--- config.mk ---
export PLATFORM = sky130hd
export DESIGN_NAME = sprite_line_counter
export DESIGN_NICKNAME = d
export VERILOG_FILES = /design/src/hdl/video_pkg.sv /design/src/hdl/sprite_pkg.sv /design/src/hdl/sprite_line_counter.sv
export VERILOG_INCLUDE_DIRS = /design/src /design/src/hdl
export SDC_FILE = /design/constraint.sdc
export NUM_CORES = 1
export LEC_CHECK = 0
export BUFFER_PORTS_ARGS = -buffer_cell sky130_fd_sc_hd__buf_2
export CAP_MARGIN = 20
export CORE_MARGIN = 10
export CORE_UTILIZATION = 51
export CTS_BUF_LIST = sky130_fd_sc_hd__clkbuf_4
export CTS_CLUSTER_SIZE = 12
export DETAILED_ROUTE_END_ITERATION = 16
export GPL_TIMING_DRIVEN = 0
export PLACE_DENSITY = 0.94
export SYNTH_ARGS = -nofsm -noshare
export SYNTH_HDL_FRONTEND = slang
export SYNTH_SLANG_ARGS = --single-unit
--- constraint.sdc ---
create_clock -name clk -period 4.65 [get_ports clk]
set_input_delay 0.465 -clock clk [delete_from_list [all_inputs] [get_ports clk]]
set_output_delay 0.465 -clock clk [all_outputs]
set_load 0.005 [all_outputs]
--- src/hdl/gpu_defines.svh ---
//////////////////////////////////////////////////
// sprite engine constants: raster geometry, sync
// placement, sprite bank size and pixel memory map.
//////////////////////////////////////////////////
`ifndef GPU_DEFINES_SVH
`define GPU_DEFINES_SVH

// visible area and full raster of the 640x480 mode.
`define SCREEN_X      640
`define SCREEN_Y      480
`define H_TOTAL       800
`define V_TOTAL       525
`define H_SYNC_START  656 // front porch is 16 pixels.
`define H_SYNC_END    752 // sync pulse is 96 pixels wide.
`define V_SYNC_START  490 // front porch is 10 lines.
`define V_SYNC_END    492 // sync pulse is 2 lines high.
`define PIXEL_CYCLES  4   // clk cycles for every pixel.

// sprites and pixel memory.
`define SPRITE_COUNT  8
`define SPRITE_SIZE   20
`define MEM_DEPTH     16384
`define BG_ADDRESS    16383 // last word keeps the background colour.
`define BG_CODE       1     // bank answer when no sprite covers the pixel.

`endif
--- src/hdl/video_pkg.sv ---
//////////////////////////////////////////////////
// raster types shared by the timing generator,
// the print controller and the sprite bank.
//////////////////////////////////////////////////
package video_pkg;

	// screen coordinates, wide enough for the whole 800x525 raster.
	typedef logic [9:0] coord_x_t;
	typedef logic [9:0] coord_y_t;

	// coordinate pair sent to the sprite bank for comparison.
	// x sits in the upper ten bits and y in the lower ten.
	typedef struct packed {
		coord_x_t x; // column of the pixel.
		coord_y_t y; // line of the pixel.
	} check_value_t;

	// the pair always packs into 20 bits.
	localparam int unsigned CHECK_VALUE_BITS = $bits(check_value_t);

endpackage

--- src/hdl/sprite_pkg.sv ---
//////////////////////////////////////////////////
// sprite types: register word layout, memory
// address, colour and print controller states.
//////////////////////////////////////////////////
package sprite_pkg;

	// one sprite register.
	// an image starts at image times 400 in pixel memory.
	typedef struct packed {
		logic                valid;  // sprite is drawn when set.
		logic [4:0]          image;  // image number in pixel memory.
		logic [5:0]          unused; // spare bits, ignored by the bank.
		video_pkg::coord_x_t x;      // left column of the square.
		video_pkg::coord_y_t y;      // top line of the square.
	} sprite_word_t;

	// pixel memory address, 16384 words.
	typedef logic [13:0] mem_address_t;

	// 3 bits each of red, green and blue.
	typedef struct packed {
		logic [2:0] red;
		logic [2:0] green;
		logic [2:0] blue;
	} color_t;

	// per-pixel walk of the print controller.
	typedef enum logic [2:0] {
		RECEIVE = 3'd0, // wait for a visible pixel tick.
		PROCESS = 3'd1, // bank answer is valid, pick a path.
		SPRITE  = 3'd2, // line counter forms the sprite address.
		WAIT    = 3'd3, // background path padding.
		WAIT_2  = 3'd4  // background read goes out here.
	} print_state_t;

endpackage

--- src/hdl/sprite_line_counter.sv ---
//////////////////////////////////////////////////
// sprite line counter: turns the pixel position
// inside a sprite into a pixel memory address.
//////////////////////////////////////////////////
`timescale 1ns/1ns
`include "gpu_defines.svh"

module sprite_line_counter (
	input  logic                     clk,
	input  logic                     reset,
	input  logic                     sprite_on,
	input  sprite_pkg::sprite_word_t sprite_datas,
	input  video_pkg::check_value_t  check_value,
	output sprite_pkg::mem_address_t sprite_address,
	output logic                     count_finished
);

	localparam int OFFSET_BITS = $clog2(`SPRITE_SIZE);
	localparam int IMAGE_WORDS = `SPRITE_SIZE * `SPRITE_SIZE; // 400 words per image.

	logic                   sprite_on_q; // previous sprite_on, for edge detect.
	logic                   start;
	logic [OFFSET_BITS-1:0] row;         // line inside the sprite.
	logic [OFFSET_BITS-1:0] column;      // column inside the sprite.
	logic [4:0]             image;

	assign start = sprite_on && !sprite_on_q; // one pulse per sprite pixel.

	always_ff @(posedge clk or negedge reset) begin
		if (!reset) begin
			sprite_on_q    <= 1'b0;
			count_finished <= 1'b0;
		end else begin
			sprite_on_q    <= sprite_on;
			count_finished <= start; // address is ready the cycle after the start.
		end
	end

	// first cycle: offsets from the sprite corner. the bank has already
	// checked the hit, so the differences always fit in 5 bits.
	always_ff @(posedge clk) begin
		if (start) begin
			row    <= OFFSET_BITS'(check_value.y - sprite_datas.y);
			column <= OFFSET_BITS'(check_value.x - sprite_datas.x);
			image  <= sprite_datas.image;
		end
	end

	// second cycle: image base plus row times the side plus column.
	assign sprite_address = sprite_pkg::mem_address_t'(14'(image) * 14'(IMAGE_WORDS) +
	                                                  14'(row) * 14'(`SPRITE_SIZE) +
	                                                  14'(column));

endmodule

==> impl_results.md <==
* Outcome: completed
* Layout cells sized above 1 at 26.0%
* Max Cap Viol at 0
* Arrival @ worst endpoint at 3.73 ns
* Leakage at 1.13 nW
* Gr ovfl total at 0
* Port bufs at 42
* Final-stage net count at 322
* I/O pins at 70
* Pins Over Slew Limit at 0
* Number of register bits inferred by synthesis at 17
* DRT Wirelength at 3370 um
* GRT Overall Usage at 11.3%
* Antenna violations before repair at 0
* Initial core utilization at 53.8%
* Final Non-Filler Cells at 261
* Synthesized Nets at 273
* CTS tree: built
* Final instance area at 2140 sq um
* Clock root buffer: clkbuf_4
* Register area share after synthesis at 27.5%
* Final-report hold violation count at 0
* Std-Cell Rows at 21
* Die X-Extent at 79.8 um
* Largest net degree at the start of global routing at 12
* # Post-CTS Setup Buffers at 0
* Hold Crit Class: input pin to flop
* DRC at 0
* VDD IR max at 0.192 mV
* Sink Count at 17
* Worst-Margin Slew at 0.529 ns
* Max Fclk at 0.238 GHz
* Endpoints failing setup at 0
* Final min period at 4.20 ns
* Die Ht at 79.8 um
* H-tree levels at 1
* Ant. Diodes at 0
* CTS Buf Count at 3
* Total power density per cell area at 298 nW/um^2
* P&R area growth vs syn at 17.4%
* Commonest non-fill, non-tap cell in the layout: ha_1
* Placer congestion estimate at 0.813
* Worst-path clk slew at 0.10 ns
* First-pass DRT Iterations at 4
* Synth unique cells at 26
* Core area at 3390 sq um
* Synth Instances at 167
* Dpl hpwl at 3140 um
* CP Max Fanout at 4
* Placed cell areas at 2100 sq um
* CTS resizes at 0
* Crit start category: flop
* Clk Latency, worst-skew pair at 0.28 ns
* Clock tree buffer depth at 2
* Post-Syn Area at 1820 sq um
* Warnings from Yosys at 0
* DR iter-0 viols at 21
* Placed Cells incl. Taps at 256
* Critical path type: flop to output pin
* Most frequent cells in the layout: 45 x ha_1, 42 x buf_2, 28 x inv_1
* Fillers at 282
* Setup TNS at 0 ns
* Period utilization at 90.3%
* CP Capture Type: output pin
* Wirelength per Cell at 12.9 um
* Routed vias at 1302
* Die Area at 6370 sq um
* Clock Skew at 0.0113 ns
* First-pass GRT wire length at 5970 um
* Hold slack final at 0.291 ns
* RSZ-0062 raised after global routing: false
* Max transition margin at 64.7%
* Via/cell ratio at 4.99
* Post-route ant nets at 0
* Number of global-route vias before repair at 1463
* Avg Inst Size Synth at 10.9 sq um
* Critical Path RT at 4.18 ns
==> through the flow <==
step | setup slack [ns] | utilization (%) | power, mW
6_report | 0.451 | 63.1 | 0.638
5_1_grt | 0.181 | 63.1 | 0.708
4_1_cts | 0.424 | 63.1 | 0.650
3_5_place_dp | 0.733 | 62.0 | 0.573
3_3_place_gp | 0.812 | 61.7 | 0.555
2_1_floorplan | 1.09 | - | 0.452
==> layout make-up <==
class	count	area (sq um)	share of cell area (%)
Buffer	2	15.0	0.702
Sequential cell	17	500	23.4
Clock buffer	3	22.5	1.05
Inverter	28	105	4.91
Tap cell	46	57.6	2.69
Clock inverter	1	5.00	0.234
Multi-Input combinational cell	120	1200	56.2
Timing Repair Buffer	44	231	10.8
==> worst max-delay path, stage by stage, from the launching register on <==
cell      delay, ns
edfxtp_1       0.46
ha_1           0.33
ha_1           0.28
ha_1           0.16
inv_1          0.06
fa_1           0.48
inv_1          0.05
ha_1           0.28
ha_1           0.36
a21oi_1        0.21
o21ai_0        0.14
and3_1         0.21
o21ai_0        0.19
xnor2_1        0.13
buf_2          0.13
==> state kept, by name (all words and copies together), names as in the netlist <==
name and cells:
column 5, image 5, row 5, count_finished 1
sprite_on_q 1
==> repair_timing <==
action | 4_1_cts | 5_1_grt
endpoints found under the hold margin | 2 | 0
hold buffers | 1 | 0
endpoints found under the setup margin | 0 | 0
==> power by group <==
| group | internal, mW | switching [mW] |
|---|---|---|
| clock network | 0.0319 | 0.0427 |
| logic | 0.190 | 0.187 |
| registers | 0.180 | 0.00562 |
==> cells by family (layout without fill, tap and decap cells) <==
| family | after synthesis | after routing | share of synthesized area [%] |
|---|---|---|---|
| adders and majority gates | 51 | 51 | 37.5 |
| AOI/OAI and AO/OA | 31 | 31 | 12.8 |
| buffers and inverters | 30 | 78 | 6.59 |
| xor gates and xnor gates | 23 | 23 | 11.0 |
| DFF | 17 | 17 | 27.5 |
| and+or+nand+nor | 15 | 15 | 4.60 |
==> synth_stat cells <==
| cell type | instances | share of area, % |
|---|---|---|
| edfxtp_1 | 15 | 25 |
| and3_2 | 1 | 0.41 |
| buf_4 | 2 | 0.82 |
| a2111oi_4 | 1 | 1.5 |
| a21o_1 | 8 | 3.3 |
| ha_1 | 45 | 31 |
| and2_2 | 1 | 0.41 |
| o21ai_0 | 3 | 0.82 |
| nand2_2 | 1 | 0.34 |
| o21bai_1 | 2 | 0.82 |
| inv_1 | 28 | 5.8 |
| a211oi_2 | 1 | 0.69 |
| and3_4 | 1 | 0.62 |
| xor2_1 | 4 | 1.9 |
| nor2_1 | 4 | 0.82 |
| o21a_1 | 3 | 1.2 |
| dfrtp_1 | 2 | 2.7 |
| xnor2_1 | 19 | 9.1 |
| fa_1 | 6 | 6.6 |
| and3_1 | 2 | 0.69 |
| nor2b_1 | 2 | 0.69 |
| a221oi_1 | 1 | 0.48 |
| o2111ai_2 | 1 | 0.82 |
| o211ai_1 | 1 | 0.41 |
| nand2_1 | 3 | 0.62 |
| a21oi_1 | 10 | 2.7 |
==> routing by layer <==
metal	vias up	part of all wire, %	global-route usage, %
met2	36	55	22.7
li1	674	-	-
met3	6	5.5	2.82
met1	586	39	10.7
met5	-	0	0
met4	0	1.0	4.05
==> path summary, 6_finish.rpt <==
path	startpoint	endpoint	slack [ns]	depth (start not counted)
worst max-delay path	image[0]	sprite_address[12]	0.45	14
worst min-delay path	sprite_on	sprite_on_q	0.29	1
worst max register to register	sprite_on_q	row[2]	3.30	2
worst min register to register	sprite_on_q	count_finished	0.55	1
max in group asynchronous	reset	count_finished	4.08	2
min in group asynchronous	reset	sprite_on_q	0.47	2
No activity file was read; power rests on OpenSTA's default activity.
