==> config.mk <==
export PLATFORM = sky130hd
export DESIGN_NAME = video_timing
export DESIGN_NICKNAME = d
export VERILOG_FILES = /design/src/hdl/video_pkg.sv /design/src/hdl/video_timing.sv
export VERILOG_INCLUDE_DIRS = /design/src /design/src/hdl
export SDC_FILE = /design/constraint.sdc
export NUM_CORES = 1
export LEC_CHECK = 0
export BUFFER_PORTS_ARGS = -buffer_cell sky130_fd_sc_hd__buf_2
export CORE_MARGIN = 8
export CORE_UTILIZATION = 49
export CTS_BUF_LIST = sky130_fd_sc_hd__clkbuf_8
export DETAILED_ROUTE_END_ITERATION = 10
export PLACE_DENSITY = 0.88
export SYNTH_ARGS = -nofsm -noshare
export SYNTH_HDL_FRONTEND = slang
export SYNTH_SLANG_ARGS = --single-unit
export TNS_END_PERCENT = 1
==> constraint.sdc <==
create_clock -name clk -period 1.5 [get_ports clk]
set_input_delay 0.3 -clock clk [delete_from_list [all_inputs] [get_ports clk]]
set_output_delay 0.3 -clock clk [all_outputs]
set_load 0.05 [all_outputs]
==> src/hdl/gpu_defines.svh <==
//////////////////////////////////////////////////
// sprite engine constants: raster geometry, sync
// placement, sprite bank size and pixel memory map.
//////////////////////////////////////////////////
`ifndef GPU_DEFINES_SVH
`define GPU_DEFINES_SVH

// visible area and full raster of the 640x480 mode.
`define SCREEN_X      640
`define SCREEN_Y      480
`define H_TOTAL       800
`define V_TOTAL       525
`define H_SYNC_START  656 // front porch is 16 pixels.
`define H_SYNC_END    752 // sync pulse is 96 pixels wide.
`define V_SYNC_START  490 // front porch is 10 lines.
`define V_SYNC_END    492 // sync pulse is 2 lines high.
`define PIXEL_CYCLES  4   // clk cycles for every pixel.

// sprites and pixel memory.
`define SPRITE_COUNT  8
`define SPRITE_SIZE   20
`define MEM_DEPTH     16384
`define BG_ADDRESS    16383 // last word keeps the background colour.
`define BG_CODE       1     // bank answer when no sprite covers the pixel.

`endif
==> src/hdl/video_pkg.sv <==
//////////////////////////////////////////////////
// raster types shared by the timing generator,
// the print controller and the sprite bank.
//////////////////////////////////////////////////
package video_pkg;

	// screen coordinates, wide enough for the whole 800x525 raster.
	typedef logic [9:0] coord_x_t;
	typedef logic [9:0] coord_y_t;

	// coordinate pair sent to the sprite bank for comparison.
	// x sits in the upper ten bits and y in the lower ten.
	typedef struct packed {
		coord_x_t x; // column of the pixel.
		coord_y_t y; // line of the pixel.
	} check_value_t;

	// the pair always packs into 20 bits.
	localparam int unsigned CHECK_VALUE_BITS = $bits(check_value_t);

endpackage

==> src/hdl/video_timing.sv <==
//////////////////////////////////////////////////
// raster walker: pixel tick, line and frame
// counters, syncs and visible area flags.
//////////////////////////////////////////////////
`timescale 1ns/1ns
`include "gpu_defines.svh"

module video_timing (
	input  logic                clk,
	input  logic                reset,
	output logic                pixel_tick,
	output logic                active_area,
	output video_pkg::coord_x_t pixel_x,
	output video_pkg::coord_y_t pixel_y,
	output logic                hsync,
	output logic                vsync,
	output logic                printing_screen
);

	localparam int PHASE_BITS = $clog2(`PIXEL_CYCLES);

	logic [PHASE_BITS-1:0] phase;   // position inside the current pixel.
	logic [9:0]            h_count; // column, 0 to 799.
	logic [9:0]            v_count; // line, 0 to 524.

	// the tick marks the last clk of a pixel, so the counters move right after it.
	assign pixel_tick = (phase == PHASE_BITS'(`PIXEL_CYCLES - 1));

	//////////////////////////////////////////////////
	// counters
	//////////////////////////////////////////////////
	always_ff @(posedge clk or negedge reset) begin
		if (!reset) begin
			phase   <= '0;
			h_count <= '0;
			v_count <= 10'(`SCREEN_Y); // start of vertical blanking, room for loading.
		end else begin
			if (pixel_tick) begin
				phase <= '0;
			end else begin
				phase <= phase + 1'b1;
			end
			if (pixel_tick) begin
				if (h_count == 10'(`H_TOTAL - 1)) begin
					h_count <= '0; // end of line.
					if (v_count == 10'(`V_TOTAL - 1)) begin
						v_count <= '0; // end of frame.
					end else begin
						v_count <= v_count + 1'b1;
					end
				end else begin
					h_count <= h_count + 1'b1;
				end
			end
		end
	end

	//////////////////////////////////////////////////
	// decoded outputs
	//////////////////////////////////////////////////
	assign pixel_x = h_count;
	assign pixel_y = v_count;

	// both counters inside the visible window.
	assign active_area = (h_count < 10'(`SCREEN_X)) && (v_count < 10'(`SCREEN_Y));
	assign printing_screen = active_area; // hosts may write while this is low.

	// syncs are active low inside their windows.
	assign hsync = !((h_count >= 10'(`H_SYNC_START)) && (h_count < 10'(`H_SYNC_END)));
	assign vsync = !((v_count >= 10'(`V_SYNC_START)) && (v_count < 10'(`V_SYNC_END)));

endmodule

==> results.yml <==
yosys:
  synth-adder-area-share_pct: 5.12
  synth_cell_type_count: 33
  yosys.area_share.xor_xnor_pct: 9.32
  syn_inst: 119
  largest_family_of_logic_cells_by_synthesized_area: "simple AND/OR/NAND/NOR gates"
  synth_top_cell_by_area: "sky130_fd_sc_hd__dfrtp_1"
  post_synthesis_instance_area_um2: 1220
  postSynthAreaPerCell_um2: 10.3
  synth_area_leaders: "sky130_fd_sc_hd__dfrtp_1 (37%), sky130_fd_sc_hd__dfstp_2 (8.6%), sky130_fd_sc_hd__xnor2_1 (6.5%)"
  post_synth_and_or_nand_nor_area_fraction_pct: 32.3
  synth.yosys.warnings: 0
  synth.top_cell.area_share_pct: 36.9
  ys_ff_latch: 22
  synth-compound-area-share_pct: 3.38
  post_synth_mux_area_share_pct: 0.820
  synth.yosys.seq_area_share_pct: 45.5
  synthesis.nets: 126
timing:
  max_slew.worst_pin.slew_ns: 0.505
  final-max-slew-violation-count: 0
  final.setup.tns_ns: -1.60
  hold_slack_ns: -0.000815
  clock_skew_ns: 0.00466
  fmax_ghz: 0.598
  rsz_0062_raised_after_global_routing: "yes"
  finalSetupViolCount: 14
  final.period_utilization_pct: 112
  finalHoldViolations: 2
  worst_slew_margin_rel_pct: 66.3
  final_period_minus_worst_setup_slack_ns: 1.67
  fin_ws_ns: -0.173
floorplan:
  die_h_um: 65.9
  core_region_area_um2: 2410
  row_count: 18
  die_width_um: 65.9
  initial_core_util_pct: 50.7
  io_pins: 27
  fp.dieArea_um2: 4350
power:
  p_int_mw: 0.776
  switching_power_mw: 0.203
  power.ir.vdd_worst_mv: 0.468
  static-leakage-power_nw: 0.856
  power_frac_clock_pct: 38.2
  seq_power_share_pct: 60.5
  p_sw_share_pct: 20.7
  power.share.combinational_pct: 1.3
  pwr_density_cell_nw_per_um2: 524
global_route:
  grt_max_degree: 23
  first_global_vias: 1275
  grtUsageTotal_pct: 18.4
  grt_pass1_wl_um: 6220
  antenna_found_initial: 0
  grt-ovfl-total: 0
run_status:
  violations: "hold timing, setup timing"
  outcome: "finished with violations"
worst_setup_path:
  critPathLaunchType: "flop"
  crit_type: "flop to flop"
  setup.reg_to_reg.worst_slack_ns: -0.17
  crit_path_end_kind: "flop"
  critPathArrivalTime_ns: 1.86
  timing.critical_path.fanout_max: 4
  critPathRequiredTime_ns: 1.68
clocking:
  tritoncts.num_buffers: 3
  holdBufCountCts: 0
  cts_tree: "done"
  clock_tree.htree_level_count: 1
  worst_skew_pair.late_latency_ns: 0.26
  tritoncts_num_sinks: 22
  clk_pin_slew_ns: 0.08
  cts_root_buf: "sky130_fd_sc_hd__clkbuf_8"
  clockBufferDepth: 2
drt:
  detailedRoute.firstIterationViolations: 76
  route.vias.total: 1233
  route.detailed.drc: 0
  vias_per_cell: 5.99
  drt.antenna.violating_nets: 0
  routed_wirelength_um: 4030
  wl_per_cell_um: 19.6
  drt_pass1_iterations: 4
place:
  post-dp-hpwl_um: 2420
  placement.io_buffers: 26
  routabilityCongestion: 0.892
layout:
  share_of_cells_above_drive_strength_1_pct: 56.8
  area.growth.synth_to_final_pct: 53.0
  nNetsFinal: 184
  nFillCells: 150
  n_antenna_cell: 0
run:
  maxCapViolations: 0
min_path:
  holdCritPathClass: "input port to asynchronous set/reset pin"
-- registers in the layout, summed over array words and instances (netlist names) --
| name | cells |
|---|---|
| pixel_x | 10 |
| pixel_y | 10 |
| phase | 2 |
-- worst paths after layout --
check,startpoint,cells past startpoint,to
max in group asynchronous,reset,1,pixel_x[6]$_DFFE_PN0P_
max reg2reg,pixel_x[5]$_DFFE_PN0P_,6,pixel_y[5]$_DFFE_PN1P_
max,pixel_x[5]$_DFFE_PN0P_,6,pixel_y[5]$_DFFE_PN1P_
min,reset,1,pixel_y[0]$_DFFE_PN0P_
min reg2reg,phase[0]$_DFF_PN0_,1,phase[0]$_DFF_PN0_
min in group clk,phase[0]$_DFF_PN0_,1,phase[0]$_DFF_PN0_
-- cell usage after synthesis --
cell type,count
sky130_fd_sc_hd__nand3_1,14
sky130_fd_sc_hd__mux2i_1,1
sky130_fd_sc_hd__o22ai_1,1
sky130_fd_sc_hd__dfrtp_1,18
sky130_fd_sc_hd__nor4bb_1,1
sky130_fd_sc_hd__nand4bb_1,1
sky130_fd_sc_hd__xnor2_1,9
sky130_fd_sc_hd__nand2_1,4
sky130_fd_sc_hd__buf_2,2
sky130_fd_sc_hd__and3_2,2
sky130_fd_sc_hd__dfstp_2,4
sky130_fd_sc_hd__and4b_2,1
sky130_fd_sc_hd__nor4_4,1
sky130_fd_sc_hd__nor2_1,14
sky130_fd_sc_hd__or2_1,1
sky130_fd_sc_hd__nor4_1,2
sky130_fd_sc_hd__ha_1,5
sky130_fd_sc_hd__nor4_2,1
sky130_fd_sc_hd__nand4_4,1
sky130_fd_sc_hd__buf_4,1
sky130_fd_sc_hd__nor4b_1,1
sky130_fd_sc_hd__and2_1,1
sky130_fd_sc_hd__nand2b_1,1
sky130_fd_sc_hd__nor2_2,1
sky130_fd_sc_hd__clkbuf_1,1
sky130_fd_sc_hd__nand4b_4,1
sky130_fd_sc_hd__o21ai_0,4
sky130_fd_sc_hd__xor2_1,4
sky130_fd_sc_hd__nor3_1,4
sky130_fd_sc_hd__nand4_1,6
sky130_fd_sc_hd__o21a_1,2
sky130_fd_sc_hd__and4_1,3
sky130_fd_sc_hd__inv_1,6
-- kinds of logic after synthesis --
kind of cell	after synthesis
AO/OA/AOI/OAI	7
XOR/XNOR	13
adder cells (fa/ha/maj)	5
buffers and inverters	10
flip-flops	22
multiplexers	1
AND/OR/NAND/NOR	61
-- worst max-delay path: stages, from the launching register on --
cell	delay (ns)
sky130_fd_sc_hd__dfrtp_2	0.43
sky130_fd_sc_hd__buf_4	0.13
sky130_fd_sc_hd__buf_4	0.13
sky130_fd_sc_hd__nand4bb_4	0.19
sky130_fd_sc_hd__nor4_4	0.35
sky130_fd_sc_hd__buf_4	0.20
sky130_fd_sc_hd__xor2_2	0.16
-- layout by cell type, fill, tap and decap left out, drive strengths merged --
cell type	instances
xor2	4
o21ai	4
clkbuf	4
xnor2	9
nor4b	1
nand4bb	1
nand2	4
buf	56
nor3	4
nor4	4
dfstp	4
or2	1
mux2i	1
o22ai	1
ha	5
and4b	1
nor2	15
and2	1
nand4	7
inv	7
dfrtp	18
and3	2
nor4bb	1
and4	3
nand3	14
nand4b	1
o21a	2
nand2b	1
-- layout make-up --
class                      instances  area (µm²)  share of cell area [%]
inverter                           6        22.5                    1.21
tap                               30        37.5                    2.01
clock buffer                       3        41.3                    2.21
sequential                        22         566                    30.3
clock inverter                     1        3.75                   0.201
multi-input combinational         87         782                    41.9
timing repair buffer              57         415                    22.2
-- what timing repair did --
item	4_1_cts	5_1_grt
gates cloned	0	0
pin swaps	3	14
setup endpoints to repair	14	20
buffers inserted	5	3
resized for setup	31	12
-- per-stage QoR --
stage	power [mW]	instance area (µm²)	std cells	worst slack, ns	utilization [%]
6_report	0.980	1870	206	-0.173	77.5
5_1_grt	1.01	1870	206	-0.226	77.5
4_1_cts	0.980	1790	203	-0.156	74.1
3_5_place_dp	0.617	1580	194	-0.116	65.5
3_3_place_gp	0.617	1580	194	0.0158	65.5
2_1_floorplan	0.604	1260	119	-0.303	-
-- power groups by stage --
stage	Clock, mW	Combinational, mW	Sequential (mW)
global placement	0	0.0124	0.604
finish	0.374	0.0123	0.593
detailed placement	0	0.0130	0.604
CTS	0.374	0.0130	0.593
global route	0.399	0.0146	0.593
floorplan	0	0.000000274	0.604
-- per-layer routing --
| layer | up-vias | track usage (%) | wire (µm) |
|---|---|---|---|
| li1 | 535 | - | - |
| met1 | 612 | 20.0 | 1550 |
| met5 | - | 0 | 0 |
| met4 | 0 | 10.9 | 123 |
| met3 | 15 | 3.90 | 260 |
| met2 | 71 | 31.9 | 2100 |
(Power assumes the default switching activity.)
