File: src/hdl/gpu_defines.svh
//////////////////////////////////////////////////
// sprite engine constants: raster geometry, sync
// placement, sprite bank size and pixel memory map.
//////////////////////////////////////////////////
`ifndef GPU_DEFINES_SVH
`define GPU_DEFINES_SVH

// visible area and full raster of the 640x480 mode.
`define SCREEN_X      640
`define SCREEN_Y      480
`define H_TOTAL       800
`define V_TOTAL       525
`define H_SYNC_START  656 // front porch is 16 pixels.
`define H_SYNC_END    752 // sync pulse is 96 pixels wide.
`define V_SYNC_START  490 // front porch is 10 lines.
`define V_SYNC_END    492 // sync pulse is 2 lines high.
`define PIXEL_CYCLES  4   // clk cycles for every pixel.

// sprites and pixel memory.
`define SPRITE_COUNT  8
`define SPRITE_SIZE   20
`define MEM_DEPTH     16384
`define BG_ADDRESS    16383 // last word keeps the background colour.
`define BG_CODE       1     // bank answer when no sprite covers the pixel.

`endif
File: src/hdl/video_pkg.sv
//////////////////////////////////////////////////
// raster types shared by the timing generator,
// the print controller and the sprite bank.
//////////////////////////////////////////////////
package video_pkg;

	// screen coordinates, wide enough for the whole 800x525 raster.
	typedef logic [9:0] coord_x_t;
	typedef logic [9:0] coord_y_t;

	// coordinate pair sent to the sprite bank for comparison.
	// x sits in the upper ten bits and y in the lower ten.
	typedef struct packed {
		coord_x_t x; // column of the pixel.
		coord_y_t y; // line of the pixel.
	} check_value_t;

	// the pair always packs into 20 bits.
	localparam int unsigned CHECK_VALUE_BITS = $bits(check_value_t);

endpackage

File: src/hdl/sprite_pkg.sv
//////////////////////////////////////////////////
// sprite types: register word layout, memory
// address, colour and print controller states.
//////////////////////////////////////////////////
package sprite_pkg;

	// one sprite register.
	// an image starts at image times 400 in pixel memory.
	typedef struct packed {
		logic                valid;  // sprite is drawn when set.
		logic [4:0]          image;  // image number in pixel memory.
		logic [5:0]          unused; // spare bits, ignored by the bank.
		video_pkg::coord_x_t x;      // left column of the square.
		video_pkg::coord_y_t y;      // top line of the square.
	} sprite_word_t;

	// pixel memory address, 16384 words.
	typedef logic [13:0] mem_address_t;

	// 3 bits each of red, green and blue.
	typedef struct packed {
		logic [2:0] red;
		logic [2:0] green;
		logic [2:0] blue;
	} color_t;

	// per-pixel walk of the print controller.
	typedef enum logic [2:0] {
		RECEIVE = 3'd0, // wait for a visible pixel tick.
		PROCESS = 3'd1, // bank answer is valid, pick a path.
		SPRITE  = 3'd2, // line counter forms the sprite address.
		WAIT    = 3'd3, // background path padding.
		WAIT_2  = 3'd4  // background read goes out here.
	} print_state_t;

endpackage

File: src/hdl/print_controller.sv
//////////////////////////////////////////////////
// print controller: walks each visible pixel
// through the background or sprite path, reads
// pixel memory and strobes the colour out.
//////////////////////////////////////////////////
`timescale 1ns/1ns
`include "gpu_defines.svh"

module print_controller (
	input  logic                     clk,
	input  logic                     reset,
	input  logic                     pixel_tick,
	input  logic                     active_area,
	input  video_pkg::coord_x_t      pixel_x,
	input  video_pkg::coord_y_t      pixel_y,
	input  sprite_pkg::sprite_word_t data_reg,
	input  sprite_pkg::mem_address_t sprite_address,
	input  logic                     count_finished,
	input  sprite_pkg::color_t       read_data,
	output video_pkg::check_value_t  check_value,
	output logic                     sprite_on,
	output sprite_pkg::sprite_word_t sprite_datas,
	output sprite_pkg::mem_address_t read_address,
	output logic                     read_enable,
	output sprite_pkg::color_t       color,
	output logic                     color_valid
);

	sprite_pkg::print_state_t state;
	logic                     read_pending; // read_data is valid this cycle.
	logic                     is_background;

	assign is_background = (data_reg == sprite_pkg::sprite_word_t'(`BG_CODE));

	//////////////////////////////////////////////////
	// state walk and control flags
	//////////////////////////////////////////////////
	always_ff @(posedge clk or negedge reset) begin
		if (!reset) begin
			state        <= sprite_pkg::RECEIVE;
			sprite_on    <= 1'b0;
			read_pending <= 1'b0;
			color_valid  <= 1'b0;
		end else begin
			read_pending <= read_enable;  // memory answers one cycle after the read.
			color_valid  <= read_pending; // strobe goes with the registered colour.
			case (state)
				sprite_pkg::RECEIVE: begin
					if (pixel_tick && active_area) state <= sprite_pkg::PROCESS;
				end
				sprite_pkg::PROCESS: begin
					if (is_background) begin
						state <= sprite_pkg::WAIT; // pad to the same length as a sprite.
					end else begin
						state     <= sprite_pkg::SPRITE;
						sprite_on <= 1'b1; // start the line counter.
					end
				end
				sprite_pkg::SPRITE: begin
					if (count_finished) begin
						state     <= sprite_pkg::RECEIVE;
						sprite_on <= 1'b0;
					end
				end
				sprite_pkg::WAIT:   state <= sprite_pkg::WAIT_2;
				sprite_pkg::WAIT_2: state <= sprite_pkg::RECEIVE;
				default:            state <= sprite_pkg::RECEIVE;
			endcase
		end
	end

	//////////////////////////////////////////////////
	// payload registers
	//////////////////////////////////////////////////
	always_ff @(posedge clk) begin
		if (state == sprite_pkg::RECEIVE && pixel_tick && active_area) begin
			check_value.x <= pixel_x; // held until the next pixel tick.
			check_value.y <= pixel_y;
		end
		if (state == sprite_pkg::PROCESS && !is_background) begin
			sprite_datas <= data_reg; // winning sprite for the line counter.
		end
		if (read_pending) color <= read_data;
	end

	// both paths read in the fourth cycle of the pixel, so strobes stay 4 apart.
	assign read_enable = (state == sprite_pkg::WAIT_2) ||
	                     (state == sprite_pkg::SPRITE && count_finished);
	assign read_address = (state == sprite_pkg::SPRITE) ? sprite_address
	                                                    : sprite_pkg::mem_address_t'(`BG_ADDRESS);

endmodule

File: config.mk
export PLATFORM = sky130hd
export DESIGN_NAME = print_controller
export DESIGN_NICKNAME = d
export VERILOG_FILES = /design/src/hdl/video_pkg.sv /design/src/hdl/sprite_pkg.sv /design/src/hdl/print_controller.sv
export VERILOG_INCLUDE_DIRS = /design/src /design/src/hdl
export SDC_FILE = /design/constraint.sdc
export NUM_CORES = 1
export LEC_CHECK = 0
export ABC_AREA = 1
export ABC_CLOCK_PERIOD_IN_PS = 3000
export BUFFER_PORTS_ARGS = -buffer_cell sky130_fd_sc_hd__clkbuf_2
export CAP_MARGIN = 20
export CORE_AREA = 5 5 91 93
export CTS_BUF_LIST = sky130_fd_sc_hd__clkbuf_2
export CTS_CLUSTER_SIZE = 8
export DETAILED_ROUTE_END_ITERATION = 16
export DIE_AREA = 0 0 96 98
export RECOVER_POWER = 25
export SYNTH_ARGS = -nofsm -noshare
export SYNTH_HDL_FRONTEND = slang
export SYNTH_SLANG_ARGS = --single-unit
export TNS_END_PERCENT = 10
File: constraint.sdc
create_clock -name clk -period 3 [get_ports clk]
set_input_delay 0.3 -clock clk [delete_from_list [all_inputs] [get_ports clk]]
set_output_delay 0.3 -clock clk [all_outputs]
set_load 0.005 [all_outputs]
==> run_results.csv <==
group,metric,value,unit
status,outcome,"finished, final reports clean",
route,ant_nets,0,
grt,track_usage,0.137,
synth,synth_mux_area_frac,0,
finish,drive_gt1_frac,0.447,
die,die_h,98,µm
sta,max_freq,489,MHz
route,wl_per_cell,12.9,µm
synth,synth.largest_area_cell,"edfxtp_1",
clock_network,postCtsSetupRepairBufs,0,
worst_setup_path,cp_slowest_cell,"dfrtp_1",
sta,tightest_slew,411,ps
clock_network,clk_pin_slew,180,ps
synth,ys_warn_count,0,
sta,hold_viol,0,
flow_run,maxCapViolCount,0,
grt,grt_pass1_vias,2263,
synth,synth_compound_area_frac,0.0105,
worst_setup_path,cp.arrival,1750,ps
sta,setup_violations,0,
worst_setup_path,end_kind,"primary output",
sta,rsz0062_at_grt,"false",
clock_network,clock_path_buffers,2,
synth,ys_seq_area_frac,0.832,
worst_setup_path,cp.depth,4,
worst_setup_path,required,2700,ps
route,route.met2.wl,3470,µm
route,routed.top_layer,"met4",
route,viasPerCell,4.07,
clock_network,root_buffer,"clkbuf_2",
route,drc,0,
synth,synth_ff_type,"edfxtp_1",
sta,fin_crit,2050,ps
synth,synth_top_family_by_area,"simple AND/OR/NAND/NOR gates",
die,rows,32,
clock_network,htreeDepth,3,
worst_setup_path,crit_end,"read_address[4]",
route,dr.pass1.iters,4,
synth,synth-simple-area-share,0.108,
synth,synth.avg_cell_area,15.5,µm²
clock_network,numCtsBuffers,9,
synth,synth_edf_count,61,
sta,maxSlewHeadroom,0.726,
clock_network,clk_latency,460,ps
grt,grt_overflow,0,
route,drt_iter0_drc,53,
finish,nets,462,
worst_setup_path,start_kind,"flip-flop",
synth,synth_cell_type_count,17,
worst_setup_path,cp-startpoint,"state[2]$_DFFE_PN0P_",
worst_setup_path,worstSetupPathType,"flip-flop to primary output",
die,die_area,9410,µm²
synth,synth_top_area_frac,0.769,
power_and_ir_drop,p_per_area,631,nW/µm²
clock_network,ctsResizeCount,0,
route,wl_met3,541,µm
route,drt-met1-wl,2120,µm
die,start_util,0.320,
synth,netlist_area,2380,µm²
place,place_congestion,0.678,
worst_setup_path,r2r_slack,1400,ps
place,io_buffers,157,
sta,fin_crit_sh,0.682,
synth,ys_seq_elements,67,
die,coreArea,7450,µm²
sta,fin_setup_tns,0,ps
finish,fin_util,0.541,
power_and_ir_drop,ir_worst_vdd,263,µV
worst_hold_path,hp-class,"input pin to flip-flop",
grt,grt_first_pass_wirelength,9830,µm
finish,diodes,0,
synth,synthCells,154,
grt,antenna_found_initial,0,
synth,ys_top_cells_by_count,"61 x edfxtp_1, 26 x inv_1, 17 x nand2_1",
clock_network,clock-sinks,67,
synth,yosysMostFrequentCell,"edfxtp_1",
die,io_pins,158,
power_and_ir_drop,p_leak,1.81,nW
synth,synth_fp_nets,234,
route,vias,1988,
die,die_w,96,µm
sta,clock_skew,30.8,ps
route,drt-total-wl,6320,µm
worst_setup_path,worstReg2RegEnd,"sprite_datas[11]$_DFFE_PP_",
worst_setup_path,worst-path-buf-inv,2,
grt,grt_start_max_net_pins,34,
synth,synth_area_leaders,"edfxtp_1 77%, dfrtp_1 6.3%, inv_1 4.1%, nand2_1 2.7%, or2_1 2.1%",
sta,drv_slew,0,
worst_setup_path,worstPathCellList,"nor3_2 -> inv_2 -> or2_2 -> clkbuf_2",
worst_setup_path,worst-path-max-fanout,16,
worst_setup_path,cpPeakStageDelay,470,ps
finish,area_delta_synth_final,69.1,%
synth,async_reset_ff_frac,0.0896,
worst_setup_path,crit_family,"simple AND/OR/NAND/NOR gates",
synth,synth_xor_area_frac,0,
worst_setup_path,r2r_cells,4,
place,hpwl,4540,µm
clock_network,cts_tree,"done",
worst_setup_path,r2r-start,"state[2]$_DFFE_PN0P_",
synth,synthAdderAreaFrac,0,
-- worst min path at each step --
| stage | start | endpoint | slack, ps | cells after the start |
|---|---|---|---|---|
| 3_3_place_gp | reset | read_pending$_DFF_PN0_ | 140 | 1 |
| 6_report | data_reg[5] | sprite_datas[5]$_DFFE_PP_ | 60 | 1 |
| 5_1_grt | data_reg[5] | sprite_datas[5]$_DFFE_PP_ | 20 | 1 |
| 3_5_place_dp | reset | read_pending$_DFF_PN0_ | 150 | 1 |
| 2_1_floorplan | reset | color_valid$_DFF_PN0_ | 4 | 0 |
| 4_1_cts | data_reg[5] | sprite_datas[5]$_DFFE_PP_ | 3 | 1 |
-- cell usage in the layout (no fill, tap or decap), drive strengths merged --
cell type | netlist | routed
buf | 1 | 2
nand2 | 17 | 17
dlygate4sd3 | 0 | 59
o21ai | 3 | 3
inv | 28 | 28
nor3 | 5 | 5
bufinv | 0 | 2
nand4 | 1 | 1
and2 | 1 | 1
nand3 | 2 | 2
dfrtp | 6 | 6
a21oi | 2 | 2
edfxtp | 61 | 61
clkbuf | 0 | 166
clkinv | 0 | 3
nor2 | 13 | 13
clkinvlp | 0 | 2
or2 | 14 | 14
-- worst reg2reg max path, delay by kind of cell, from the launching register on --
kind            cells  cell delay (ps)
simple gates        1              200
flops               1              470
compound gates      1              110
buf+inv             2              480
-- per-layer routing --
layer,vias to the layer above,track usage
li1,972,-
met1,903,0.128
met2,97,0.260
met3,16,0.0378
met4,0,0.0722
met5,-,0
-- logic make-up after synthesis --
kind of cell,Yosys count
AOI/OAI and AO/OA,5
buffers and inverters,29
DFF,67
and+or+nand+nor,53
-- sequential cells by signal, summed over array words and instances (netlist names) --
signal	count
state	3
read_pending	1
check_value	20
color_valid	1
sprite_on	1
sprite_datas	32
color	9
-- cell type report --
class	count	area (µm²)
well taps	102	128
repair buffers	218	1380
fillers	691	3420
multi-input cells	58	299
flip-flops and latches	67	1980
clock buffers	9	45.0
inverters	28	105
clock inverters	7	92.6
-- power by group --
group          internal (mW)  switching [mW]  total (mW)
clock                  0.273           0.312       0.585
combinational          0.284           0.321       0.605
sequential              1.27          0.0780        1.35
-- per-stage QoR --
step | instance area (µm²) | power, mW | setup slack [ps] | hold WS [ps] | instances
finish | 4030 | 2.54 | 954 | 56.3 | 489
global route | 4030 | 2.70 | 756 | 23.6 | 489
CTS | 4020 | 2.58 | 881 | 3.16 | 487
detailed placement | 3310 | 1.93 | 1400 | 149 | 414
global placement | 3310 | 1.92 | 1420 | 138 | 414
floorplan | 2380 | 1.60 | 286 | 4.41 | 154
-- repair_timing --
item / in CTS / in global routing
hold endpoints to repair: 62 / 2
hold buffers: 57 / 2
setup endpoints to repair: 0 / 0
No activity file was read; power rests on OpenSTA's default activity.
