## src/hdl/gpu_defines.svh

```systemverilog
//////////////////////////////////////////////////
// sprite engine constants: raster geometry, sync
// placement, sprite bank size and pixel memory map.
//////////////////////////////////////////////////
`ifndef GPU_DEFINES_SVH
`define GPU_DEFINES_SVH

// visible area and full raster of the 640x480 mode.
`define SCREEN_X      640
`define SCREEN_Y      480
`define H_TOTAL       800
`define V_TOTAL       525
`define H_SYNC_START  656 // front porch is 16 pixels.
`define H_SYNC_END    752 // sync pulse is 96 pixels wide.
`define V_SYNC_START  490 // front porch is 10 lines.
`define V_SYNC_END    492 // sync pulse is 2 lines high.
`define PIXEL_CYCLES  4   // clk cycles for every pixel.

// sprites and pixel memory.
`define SPRITE_COUNT  8
`define SPRITE_SIZE   20
`define MEM_DEPTH     16384
`define BG_ADDRESS    16383 // last word keeps the background colour.
`define BG_CODE       1     // bank answer when no sprite covers the pixel.

`endif
```

## src/hdl/video_pkg.sv

```systemverilog
//////////////////////////////////////////////////
// raster types shared by the timing generator,
// the print controller and the sprite bank.
//////////////////////////////////////////////////
package video_pkg;

	// screen coordinates, wide enough for the whole 800x525 raster.
	typedef logic [9:0] coord_x_t;
	typedef logic [9:0] coord_y_t;

	// coordinate pair sent to the sprite bank for comparison.
	// x sits in the upper ten bits and y in the lower ten.
	typedef struct packed {
		coord_x_t x; // column of the pixel.
		coord_y_t y; // line of the pixel.
	} check_value_t;

	// the pair always packs into 20 bits.
	localparam int unsigned CHECK_VALUE_BITS = $bits(check_value_t);

endpackage

```

## src/hdl/sprite_pkg.sv

```systemverilog
//////////////////////////////////////////////////
// sprite types: register word layout, memory
// address, colour and print controller states.
//////////////////////////////////////////////////
package sprite_pkg;

	// one sprite register.
	// an image starts at image times 400 in pixel memory.
	typedef struct packed {
		logic                valid;  // sprite is drawn when set.
		logic [4:0]          image;  // image number in pixel memory.
		logic [5:0]          unused; // spare bits, ignored by the bank.
		video_pkg::coord_x_t x;      // left column of the square.
		video_pkg::coord_y_t y;      // top line of the square.
	} sprite_word_t;

	// pixel memory address, 16384 words.
	typedef logic [13:0] mem_address_t;

	// 3 bits each of red, green and blue.
	typedef struct packed {
		logic [2:0] red;
		logic [2:0] green;
		logic [2:0] blue;
	} color_t;

	// per-pixel walk of the print controller.
	typedef enum logic [2:0] {
		RECEIVE = 3'd0, // wait for a visible pixel tick.
		PROCESS = 3'd1, // bank answer is valid, pick a path.
		SPRITE  = 3'd2, // line counter forms the sprite address.
		WAIT    = 3'd3, // background path padding.
		WAIT_2  = 3'd4  // background read goes out here.
	} print_state_t;

endpackage

```

## src/hdl/sprite_register_bank.sv

```systemverilog
//////////////////////////////////////////////////
// sprite register bank: host writable sprite
// words and a priority hit test for one pixel.
//////////////////////////////////////////////////
`timescale 1ns/1ns
`include "gpu_defines.svh"

module sprite_register_bank (
	input  logic                                clk,
	input  logic                                reset,
	input  logic                                reg_write,
	input  logic [$clog2(`SPRITE_COUNT)-1:0]    reg_index,
	input  sprite_pkg::sprite_word_t            reg_data,
	input  video_pkg::check_value_t             check_value,
	output sprite_pkg::sprite_word_t            data_reg
);

	sprite_pkg::sprite_word_t regs [`SPRITE_COUNT]; // one word per sprite.

	// true when coord lies in origin up to origin plus 19.
	// the sum is one bit wider so a sprite at the right edge does not wrap.
	function automatic logic in_span(input logic [9:0] coord, input logic [9:0] origin);
		logic [10:0] span_end;
		span_end = {1'b0, origin} + 11'(`SPRITE_SIZE);
		return ({1'b0, coord} >= {1'b0, origin}) && ({1'b0, coord} < span_end);
	endfunction

	//////////////////////////////////////////////////
	// host write port
	//////////////////////////////////////////////////
	always_ff @(posedge clk or negedge reset) begin
		if (!reset) begin
			for (int i = 0; i < `SPRITE_COUNT; i++) begin
				regs[i] <= '0; // valid bit cleared, every sprite hidden.
			end
		end else if (reg_write) begin
			regs[reg_index] <= reg_data; // takes effect on this edge.
		end
	end

	//////////////////////////////////////////////////
	// hit test
	//////////////////////////////////////////////////
	// the loop runs from the highest index down, so the last hit that
	// sticks is the lowest index and that sprite is drawn on top.
	always_comb begin
		data_reg = sprite_pkg::sprite_word_t'(`BG_CODE); // nothing covers the pixel.
		for (int i = `SPRITE_COUNT - 1; i >= 0; i--) begin
			if (regs[i].valid &&
			    in_span(check_value.x, regs[i].x) &&
			    in_span(check_value.y, regs[i].y)) begin
				data_reg = regs[i];
			end
		end
	end

endmodule

```

## config.mk

```make
export PLATFORM = sky130hd
export DESIGN_NAME = sprite_register_bank
export DESIGN_NICKNAME = d
export VERILOG_FILES = /design/src/hdl/video_pkg.sv /design/src/hdl/sprite_pkg.sv /design/src/hdl/sprite_register_bank.sv
export VERILOG_INCLUDE_DIRS = /design/src /design/src/hdl
export SDC_FILE = /design/constraint.sdc
export NUM_CORES = 1
export LEC_CHECK = 0
export BUFFER_PORTS_ARGS = -buffer_cell sky130_fd_sc_hd__buf_2
export CAP_MARGIN = 10
export CORE_MARGIN = 1
export CORE_UTILIZATION = 57
export DETAILED_ROUTE_END_ITERATION = 12
export GPL_TIMING_DRIVEN = 1
export PLACE_DENSITY_LB_ADDON = 0.08
export SYNTH_ARGS = -nofsm -noshare
export SYNTH_HDL_FRONTEND = slang
export SYNTH_SLANG_ARGS = --single-unit
```

## constraint.sdc

```tcl
create_clock -name clk -period 3.65 [get_ports clk]
set_input_delay 0.5475 -clock clk [delete_from_list [all_inputs] [get_ports clk]]
set_output_delay 0.5475 -clock clk [all_outputs]
set_load 0.01 [all_outputs]
```

==> results of run 1 <==
## metrics by stage
stage          power, mW  worst slack, ns  area, µm²
2_1_floorplan       7.87         -0.00670      19900
3_3_place_gp        10.4           -0.473      23400
3_5_place_dp        10.7           -0.477      23400
4_1_cts             14.6           -0.943      25400
5_1_grt             16.0            -1.10      26100
6_report            15.1            -1.01      26100
## cell type report
class	instances	area, µm²	share of cell area
Clock inverter	17	255	0.00980
Tap cell	448	561	0.0215
Clock buffer	39	816	0.0313
Sequential cell	256	6410	0.246
Timing Repair Buffer	464	3840	0.147
Multi-Input combinational cell	1524	13500	0.516
Inverter	191	717	0.0275
## worst paths after layout
| kind | start | to | slack, ns |
|---|---|---|---|
| worst min-delay path | reset | regs[235]$_DFFE_PN0P_ | 0.006 |
| min in group clk | reg_data[0] | regs[96]$_DFFE_PN0P_ | 0.29 |
| worst min register to register | regs[158]$_DFFE_PN0P_ | regs[158]$_DFFE_PN0P_ | 0.51 |
| max in group asynchronous | reset | regs[111]$_DFFE_PN0P_ | 2.62 |
| worst max-delay path | regs[34]$_DFFE_PN0P_ | data_reg[18] | -1.01 |
| worst max register to register | regs[44]$_DFFE_PN0P_ | regs[44]$_DFFE_PN0P_ | 2.56 |
## placed cells by master (no fill, tap or decap), drive strengths merged, types with 28 or more instances in the layout
cell type	Yosys	routed
mux2	180	180
xnor2	80	80
dfrtp	256	256
nand2	143	143
a21oi	81	81
a211oi	64	64
nor2	78	78
a21o	35	35
inv	190	190
nand2b	28	28
nor3	52	52
a31oi	37	37
buf	18	460
o21ai	150	150
ha	304	304
clkbuf	58	42
## kinds of logic (layout without fill, tap and decap cells)
group / after synthesis / after routing
AOI/OAI and AO/OA: 534 / 534
and+or+nand+nor: 409 / 409
adders and majority gates: 304 / 304
buffers and inverters: 267 / 711
DFF: 256 / 256
muxes: 181 / 181
xor gates and xnor gates: 96 / 96
## critical path, cell delays in order, from the launching register on
cell and delay, ns:
dfrtp_1 0.42, ha_1 0.29, o21ai_1 0.18, xnor2_1 0.10
ha_1 0.34, o211ai_1 0.11, a21o_1 0.20, a211oi_4 0.31
nor4_4 0.09, buf_6 0.15, buf_4 0.14, clkbuf_16 0.14
or4_1 0.39, a31oi_1 0.22, o221a_1 0.28, buf_2 0.16
## synth_stat cells, types with 11 or more instances
| cell type | n | area, µm² |
|---|---|---|
| a211oi_1 | 64 | 480 |
| o2111ai_1 | 19 | 166 |
| nor2b_1 | 18 | 113 |
| o21ai_0 | 131 | 656 |
| dfrtp_1 | 256 | 6410 |
| xor2_1 | 16 | 140 |
| o221a_1 | 12 | 135 |
| a221o_1 | 23 | 230 |
| nor2_1 | 77 | 289 |
| ha_1 | 304 | 3800 |
| nand2b_1 | 28 | 175 |
| nand2_1 | 143 | 537 |
| xnor2_1 | 80 | 701 |
| o21a_1 | 12 | 90.1 |
| buf_2 | 16 | 80.1 |
| a31oi_1 | 36 | 225 |
| nand3_1 | 24 | 120 |
| clkbuf_1 | 58 | 218 |
| o21ai_1 | 19 | 95.1 |
| a21oi_1 | 81 | 405 |
| nor3_1 | 51 | 255 |
| a311o_1 | 11 | 110 |
| nand3b_1 | 13 | 97.6 |
| a21o_1 | 35 | 263 |
| mux2_2 | 180 | 2030 |
| inv_1 | 187 | 702 |
| a22o_1 | 15 | 131 |
## layer usage
| metal | GRT usage | part of all wire |
|---|---|---|
| met5 | 0 | 0.000077 |
| met4 | 0.162 | 0.046 |
| met3 | 0.0508 | 0.067 |
| met2 | 0.561 | 0.46 |
| met1 | 0.481 | 0.43 |
## what timing repair did
action,in CTS,in global routing
endpoints found under the hold margin,0,0
pin swaps,62,42
setup buffers,25,11
cloned,4,3
endpoints found under the setup margin,32,32
gates resized for setup,149,98
## where the power goes
part / switching [mW] / internal [mW]
combinational: 4.00 / 3.85
sequential: 0.516 / 3.46
clock: 1.32 / 2.00
==> summary.md, run 1 <==
| Metric | Value |
|---|---|
| Starting Density | 0.586 |
| Clock edge transition at the registers on the reported setup and hold paths | 0.06 ns |
| Top flop regs | regs (256) |
| Xor/xnor cell area share of the yosys netlist | 0.0424 |
| Slew @ Worst Pin | 0.917 ns |
| Critical Path RT | 3.10 ns |
| Root buf cell | clkbuf_16 |
| WL/cell | 22.1 µm |
| Largest family of logic cells by synthesized area | adder cells |
| Peak VDD IR | 0.000496 V |
| # DRC | 0 |
| Main synth FF type | dfrtp_1 |
| Ys Warns | 0 |
| TritonCTS Buffers | 30 |
| Biggest register | regs |
| RSZ-0062 raised after global routing | true |
| CTS tree | built |
| Setup TNS | -28.40 ns |
| Area delta synth->final | 31.4% |
| Total GRT Usage | 0.355 |
| Full die area | 0.0356 mm² |
| Initial antenna violation count | 1 |
| First-pass GRT wire length | 98.9 mm |
| Area of the core | 0.0339 mm² |
| Synth Register Bits | 256 |
| Synth cell types | 72 |
| Failing checks | negative setup slack |
| Multiplexer share of the synthesized area | 0.103 |
| Synth Area in Adders | 0.192 |
| Gpl congestion | 0.947 |
| 1st-pass router iterations | 5 |
| Vias/cell | 6.13 |
| Part of the cycle the worst path needs | 1.28 |
| Clk sink count | 256 |
| Synth Area in Compound Gates | 0.186 |
| Final net count | 2829 |
| Setup crit start kind | flip-flop |
| Post-Synthesis Cells | 2047 |
| Mapped Nets | 2409 |
| Syn avg cell area | 9.69 µm² |
| Longest Clk Path Bufs | 3 |
| Sequential share of the synthesized area | 0.323 |
| Hold_ws | 0.00632 ns |
| Final Skew | 0 ns |
| Final setup margin | -1.01 ns |
| Share of cells above drive strength 1 | 0.354 |
| Worst-path maximum fanout | 6 |
| Asr flop ratio synth | 1.00 |
| # setup viols final | 32 |
| Arrival @ worst endpoint | 4.11 ns |
| H-tree depth | 1 |
| Power Density | 581 mW/mm² |
| Final slew viol count | 0 |
| Largest net degree at the start of global routing | 103 |
| Overflow after GRT | 0 |
| Vias in the first global route | 18062 |
| Crit Path Class | flip-flop to output port |
| Starting DRC count in detailed routing | 1084 |
| Final Hold Violating Endpoints | 0 |
| # fillers | 2298 |
| ANT nets after route | 0 |
| Max-cap violations | 0 |
| Max reg flops | 256 |
| Headroom to the max-slew limit | 0.389 |
| Minimum clock period | 4.66 ns |
| Port bufs | 89 |
| Leak | 12.1 nW |
| Antenna cells | 0 |
| Post-synthesis simple-gate area fraction | 0.102 |
| R2R depth | 3 |
| Post-synth EDFFs | 0 |
| Row count | 67 |
| IO Pins | 90 |
| Max Fclk | 215 MHz |
| Placed insts | 2844 |
| Chip width | 189 µm |
| Cell Area, Synth | 0.0198 mm² |
| Detailed Place HPWL | 45.3 mm |
| Setup crit end kind | output port |
| Hold WC Path Type | input pin to async pin |
| Die Height | 189 µm |
| Post-CTS Hold Buffers | 0 |
| Outcome | finished with violations |
| Worst-Skew Late Latency | 0.58 ns |
| Post-Route WL | 64.8 mm |
| Fin cells | 2939 |
| Final core occ | 0.769 |
| Via count | 18013 |
No activity file was read; power rests on OpenSTA's default activity.
==> run 2, diff against run 1 <==
- CORE_ASPECT_RATIO: unset -> 1.75
- CTS_CLUSTER_SIZE: unset -> 8
==> summary.md, run 2 (same netlist as run 1, synthesis figures left out) <==
| Metric | Value |
|---|---|
| 1st-pass router iterations | 5 |
| Commonest non-fill, non-tap cell in the layout | buf_4 |
| Starting DRC count in detailed routing | 1174 |
| Max incr delay on CP | 0.42 ns |
| Failing checks | negative setup slack |
| Reg2reg setup slack | 2.59 ns |
| Vias/cell | 6.28 |
| ANT nets after route | 0 |
| Leak | 11.9 nW |
| Final Skew | 0 ns |
| First-pass GRT wire length | 106 mm |
| # fillers | 2563 |
| Longest Clk Path Bufs | 3 |
| Hold WC Path Type | input pin to async pin |
| Worst-Skew Late Latency | 0.55 ns |
| # setup viols final | 32 |
| # DRC | 0 |
| Area delta synth->final | 28.0% |
| Root buf cell | clkbuf_16 |
| Arrival @ worst endpoint | 4.08 ns |
| Max-cap violations | 0 |
| Max reg flops | 256 |
| CP max stage cell | dfrtp_1 |
| Setup crit start kind | flip-flop |
| Post-Route WL | 68.9 mm |
| Final net count | 2826 |
| Total power | 14.7 mW |
| Worst-path maximum fanout | 6 |
| Final setup margin | -0.974 ns |
| Final slew viol count | 0 |
| Most Frequent Cell on Critical Path | a21oi_2 |
| Gpl congestion | 0.993 |
| Final core occ | 0.739 |
| Row count | 90 |
| WL/cell | 23.5 µm |
| CTS tree | built |
| Slew @ Worst Pin | 0.915 ns |
| Total GRT Usage | 0.394 |
| Via count | 18389 |
| Initial antenna violation count | 4 |
| Most frequent cells in the layout | buf_4, ha_1, dfrtp_1, inv_1, mux2_2 |
| Setup crit end | data_reg[25] |
| Top flop regs | regs (256) |
| Start point of the critical path | regs[236]$_DFFE_PN0P_ |
| H-tree depth | 2 |
| Die Height | 249 µm |
| RSZ-0062 raised after global routing | true |
| Final Hold Violating Endpoints | 0 |
| Port bufs | 89 |
| Capturing point of the worst reg2reg path | regs[66]$_DFFE_PN0P_ |
| Full die area | 0.0356 mm² |
| Part of the cycle the worst path needs | 1.27 |
| Power Density | 577 mW/mm² |
| Clock edge transition at the registers on the reported setup and hold paths | 0.05 ns |
| Max Fclk | 216 MHz |
| Biggest register | regs |
| Setup crit end kind | output port |
| Detailed Place HPWL | 50.0 mm |
| Critical Path RT | 3.10 ns |
| Clk sink count | 256 |
| TritonCTS Buffers | 37 |
| Critical R2R Launch | regs[66]$_DFFE_PN0P_ |
| Headroom to the max-slew limit | 0.390 |
| Peak VDD IR | 0.000461 V |
| Sequential cell area | 0.00641 mm² |
| Post-CTS Hold Buffers | 0 |
| Overflow after GRT | 0 |
| Multi-input logic area | 0.0131 mm² |
| Share of cells above drive strength 1 | 0.333 |
| Chip width | 143 µm |
| IO Pins | 90 |
| R2R depth | 3 |
| Starting Density | 0.578 |
| Vias in the first global route | 19446 |
| Minimum clock period | 4.62 ns |
| Outcome | finished with violations |
| Largest net degree at the start of global routing | 103 |
| Critical path, cell by cell | a21oi_2 -> nor3_2 -> xnor2_1 -> ha_1 -> a21o_1 -> a211o_1 -> a31oi_4 -> a211oi_4 -> nor4_4 -> buf_4 -> nor3_4 -> buf_6 -> buf_12 -> a22o_4 -> a211oi_2 -> a21oi_2 -> buf_2 |
| Area of the core | 0.0343 mm² |
| Crit Path Class | flip-flop to output port |
-- run 2: cell types whose count changed in the layout (fill, tap and decap cells not counted), sizes merged, moves of 4 or more --
cell      change
clkinv        -4
bufinv        -6
buf           -7
clkinvlp      -5
clkbuf        -4
diode         +4
-- run 2: worst min path at each step --
stage / to / slack (ns) / cells past startpoint
after floorplan: regs[0]$_DFFE_PN0P_ / 0.25 / 0
after CTS: regs[244]$_DFFE_PN0P_ / 0.10 / 1
after global routing: regs[122]$_DFFE_PN0P_ / 0.11 / 1
after detailed placement: regs[155]$_DFFE_PN0P_ / 0.49 / 1
after global placement: regs[53]$_DFFE_PN0P_ / 0.49 / 1
final: regs[250]$_DFFE_PN0P_ / 0.02 / 1
-- run 2: final cells by class --
cell class,count,area share
clock inverter,3,0.00261
clock buffer,37,0.0365
tap,460,0.0227
antenna,4,0.000394
timing repair buffer,454,0.140
multi-input combinational,1524,0.517
inverter,191,0.0282
sequential,256,0.252
-- run 2: stage by stage --
| stage | setup TNS (ns) | std cells | setup WS [ns] | hold slack, ns | cell area, µm² |
|---|---|---|---|---|---|
| floorplan | -0.00670 | 2047 | -0.00670 | 0.252 | 19900 |
| global placement | -13.06 | 2854 | -0.508 | 0.487 | 23400 |
| finish | -28.04 | 2929 | -0.974 | 0.0161 | 25400 |
| CTS | -27.97 | 2913 | -0.943 | 0.101 | 25000 |
| detailed placement | -15.83 | 2854 | -0.604 | 0.493 | 23400 |
| global route | -31.63 | 2929 | -1.10 | 0.106 | 25400 |
-- run 2: power breakdown --
group          internal (mW)  switching [mW]  leakage [nW]
Sequential              3.46           0.515          3.08
Combinational           3.64            3.88          8.35
Clock                   1.81            1.35         0.484
Total                   8.91            5.74          11.9
-- run 2: per-layer routing --
| metal | share of wire | vias to the layer above | track usage | wire length [µm] |
|---|---|---|---|---|
| met4 | 0.092 | 0 | 0.335 | 6320 |
| met2 | 0.49 | 775 | 0.667 | 33900 |
| met1 | 0.36 | 8950 | 0.430 | 25000 |
| met3 | 0.052 | 316 | 0.0536 | 3610 |
| li1 | - | 8348 | - | - |
| met5 | 0 | - | 0 | 0 |
-- run 2: critical path, delay by kind of cell (launching register included) --
family,cells,cell delay (ns)
and+or+nand+nor,3,0.44
AOI/OAI and AO/OA,8,1.52
buffers and inverters,4,0.66
DFF,1,0.42
adders and majority gates,1,0.35
xor gates and xnor gates,1,0.13
-- run 2: what timing repair did --
| item | in CTS | in global routing |
|---|---|---|
| pin swaps | 34 | 32 |
| endpoints found under the setup margin | 32 | 32 |
| gates cloned | 1 | 1 |
| gates resized for setup | 85 | 69 |
| buffers inserted | 20 | 12 |
==> run 3, diff against run 2 <==
- REMOVE_ABC_BUFFERS: unset -> 1
==> summary.md, run 3 (same netlist as run 1, synthesis figures left out) <==
| Metric | Value |
|---|---|
| Outcome | finished with violations |
| Failing checks | negative setup slack |
| Final core occ | 0.769 |
| IO Pins | 90 |
| Biggest register | regs |
| Full die area | 0.0356 mm² |
| Crit path buf inv count | 4 |
| Largest net degree at the start of global routing | 98 |
| Critical path, cell by cell | ha_2 -> o21ai_4 -> xnor2_1 -> ha_1 -> a21o_1 -> a211o_1 -> nor2_2 -> a211oi_4 -> nor4_4 -> buf_4 -> nor3_2 -> buf_6 -> buf_12 -> a22o_1 -> a211oi_1 -> a21oi_2 -> buf_2 |
| Starting DRC count in detailed routing | 1047 |
| Max-cap violations | 0 |
| Final net count | 2904 |
| Worst-Skew Late Latency | 0.53 ns |
| Max incr delay on CP | 0.41 ns |
| Detailed Place HPWL | 51.8 mm |
| Max reg flops | 256 |
| Critical Path RT | 3.10 ns |
| Clk sink count | 256 |
| Via count | 18859 |
| Headroom to the max-slew limit | 0.432 |
| Root buf cell | clkbuf_16 |
| Crit path max-delay family | compound AO/OA/AOI/OAI gates |
| Top flop regs | regs (256) |
| Chip width | 143 µm |
| RSZ-0062 raised after global routing | true |
| Setup crit end kind | output port |
| First-pass GRT wire length | 113 mm |
| Leak | 12.4 nW |
| Max Fclk | 210 MHz |
| 1st-pass router iterations | 5 |
| Final setup margin | -1.10 ns |
| Area of the core | 0.0343 mm² |
| ANT nets after route | 0 |
| Vias/cell | 6.28 |
| Power Density | 586 mW/mm² |
| Final Hold Violating Endpoints | 0 |
| CTS tree | built |
| Die Height | 249 µm |
| Arrival @ worst endpoint | 4.21 ns |
| Starting Density | 0.578 |
| WL/cell | 25.2 µm |
| Antenna cells | 0 |
| # DRC | 0 |
| Part of the cycle the worst path needs | 1.30 |
| # setup viols final | 32 |
| Worst-path maximum fanout | 16 |
| Initial antenna violation count | 3 |
| Setup crit start kind | flip-flop |
| Final slew viol count | 0 |
| Post-Route WL | 75.7 mm |
| Gpl congestion | 1.01 |
| Peak VDD IR | 0.000432 V |
| Hold WC Path Type | input pin to async pin |
| Port bufs | 89 |
| H-tree depth | 2 |
| Hold_ws | 0.000871 ns |
| Pre-CTS setup slack | -0.762 ns |
| TritonCTS Buffers | 38 |
| Row count | 90 |
| Area delta synth->final | 33.1% |
| Share of cells above drive strength 1 | 0.366 |
| Clock edge transition at the registers on the reported setup and hold paths | 0.06 ns |
| Setup TNS | -32.76 ns |
| Crit Path Class | flip-flop to output port |
| Total GRT Usage | 0.433 |
| Total power | 15.5 mW |
| Vias in the first global route | 19566 |
| Overflow after GRT | 0 |
| Longest Clk Path Bufs | 3 |
| Commonest non-fill, non-tap cell in the layout | buf_4 |
| Most frequent cells in the layout | buf_4, ha_1, dfrtp_1, inv_1, mux2_2 |
| # fillers | 2411 |
| Minimum clock period | 4.75 ns |
| CP max stage cell | dfrtp_1 |
| Slew @ Worst Pin | 0.851 ns |
| Final Skew | 0 ns |
[run 3: power by group]
part           switching [mW]  leakage (nW)  total [mW]  internal [mW]
registers               0.529          3.08        3.99           3.46
clock network            1.33         0.491        3.18           1.85
logic                    4.28          8.80        8.31           4.03
[run 3: path summary, 6_finish.rpt]
path	slack (ns)	start	to	cells after the start
setup reg to reg	2.54	regs[238]$_DFFE_PN0P_	regs[238]$_DFFE_PN0P_	4
max in group asynchronous	2.73	reset	regs[87]$_DFFE_PN0P_	2
setup / recovery	-1.10	regs[236]$_DFFE_PN0P_	data_reg[20]	17
min in group clk	0.34	reg_data[11]	regs[107]$_DFFE_PN0P_	3
hold / removal	0.0009	reset	regs[242]$_DFFE_PN0P_	1
hold reg to reg	0.50	regs[156]$_DFFE_PN0P_	regs[156]$_DFFE_PN0P_	1
[run 3: worst register-to-register path: stages (launching register included)]
cell and delay (ns):
dfrtp_1 0.38, buf_4 0.19, inv_1 0.08, buf_4 0.13, o21ai_0 0.22
[run 3: metrics by stage]
step | std cells | instance area (µm²)
CTS | 2982 | 25700
global route | 3005 | 26400
floorplan | 1971 | 19500
global placement | 2906 | 23800
detailed placement | 2906 | 23800
finish | 3005 | 26400
[run 3: cell type report]
class	count	area (µm²)	area share
timing repair buffer	530	4290	0.162
clock buffer	40	958	0.0363
sequential	256	6410	0.243
tap	460	576	0.0218
inverter	191	717	0.0271
clock inverter	3	45.0	0.00171
multi-input combinational	1525	13400	0.508
[run 3: timing repair]
item / 4_1_cts / 5_1_grt
hold buffers: 0 / 0
pin swaps: 45 / 47
setup endpoints to repair: 32 / 32
cloned: 5 / 3
gates resized for setup: 144 / 97
buffers inserted: 29 / 22
[run 3: routing by layer]
layer,vias to the layer above,GRT usage,part of all wire
met2,780,0.692,0.47
met3,424,0.127,0.079
met4,6,0.395,0.11
li1,8494,-,-
met5,-,0,0.00052
met1,9155,0.454,0.35
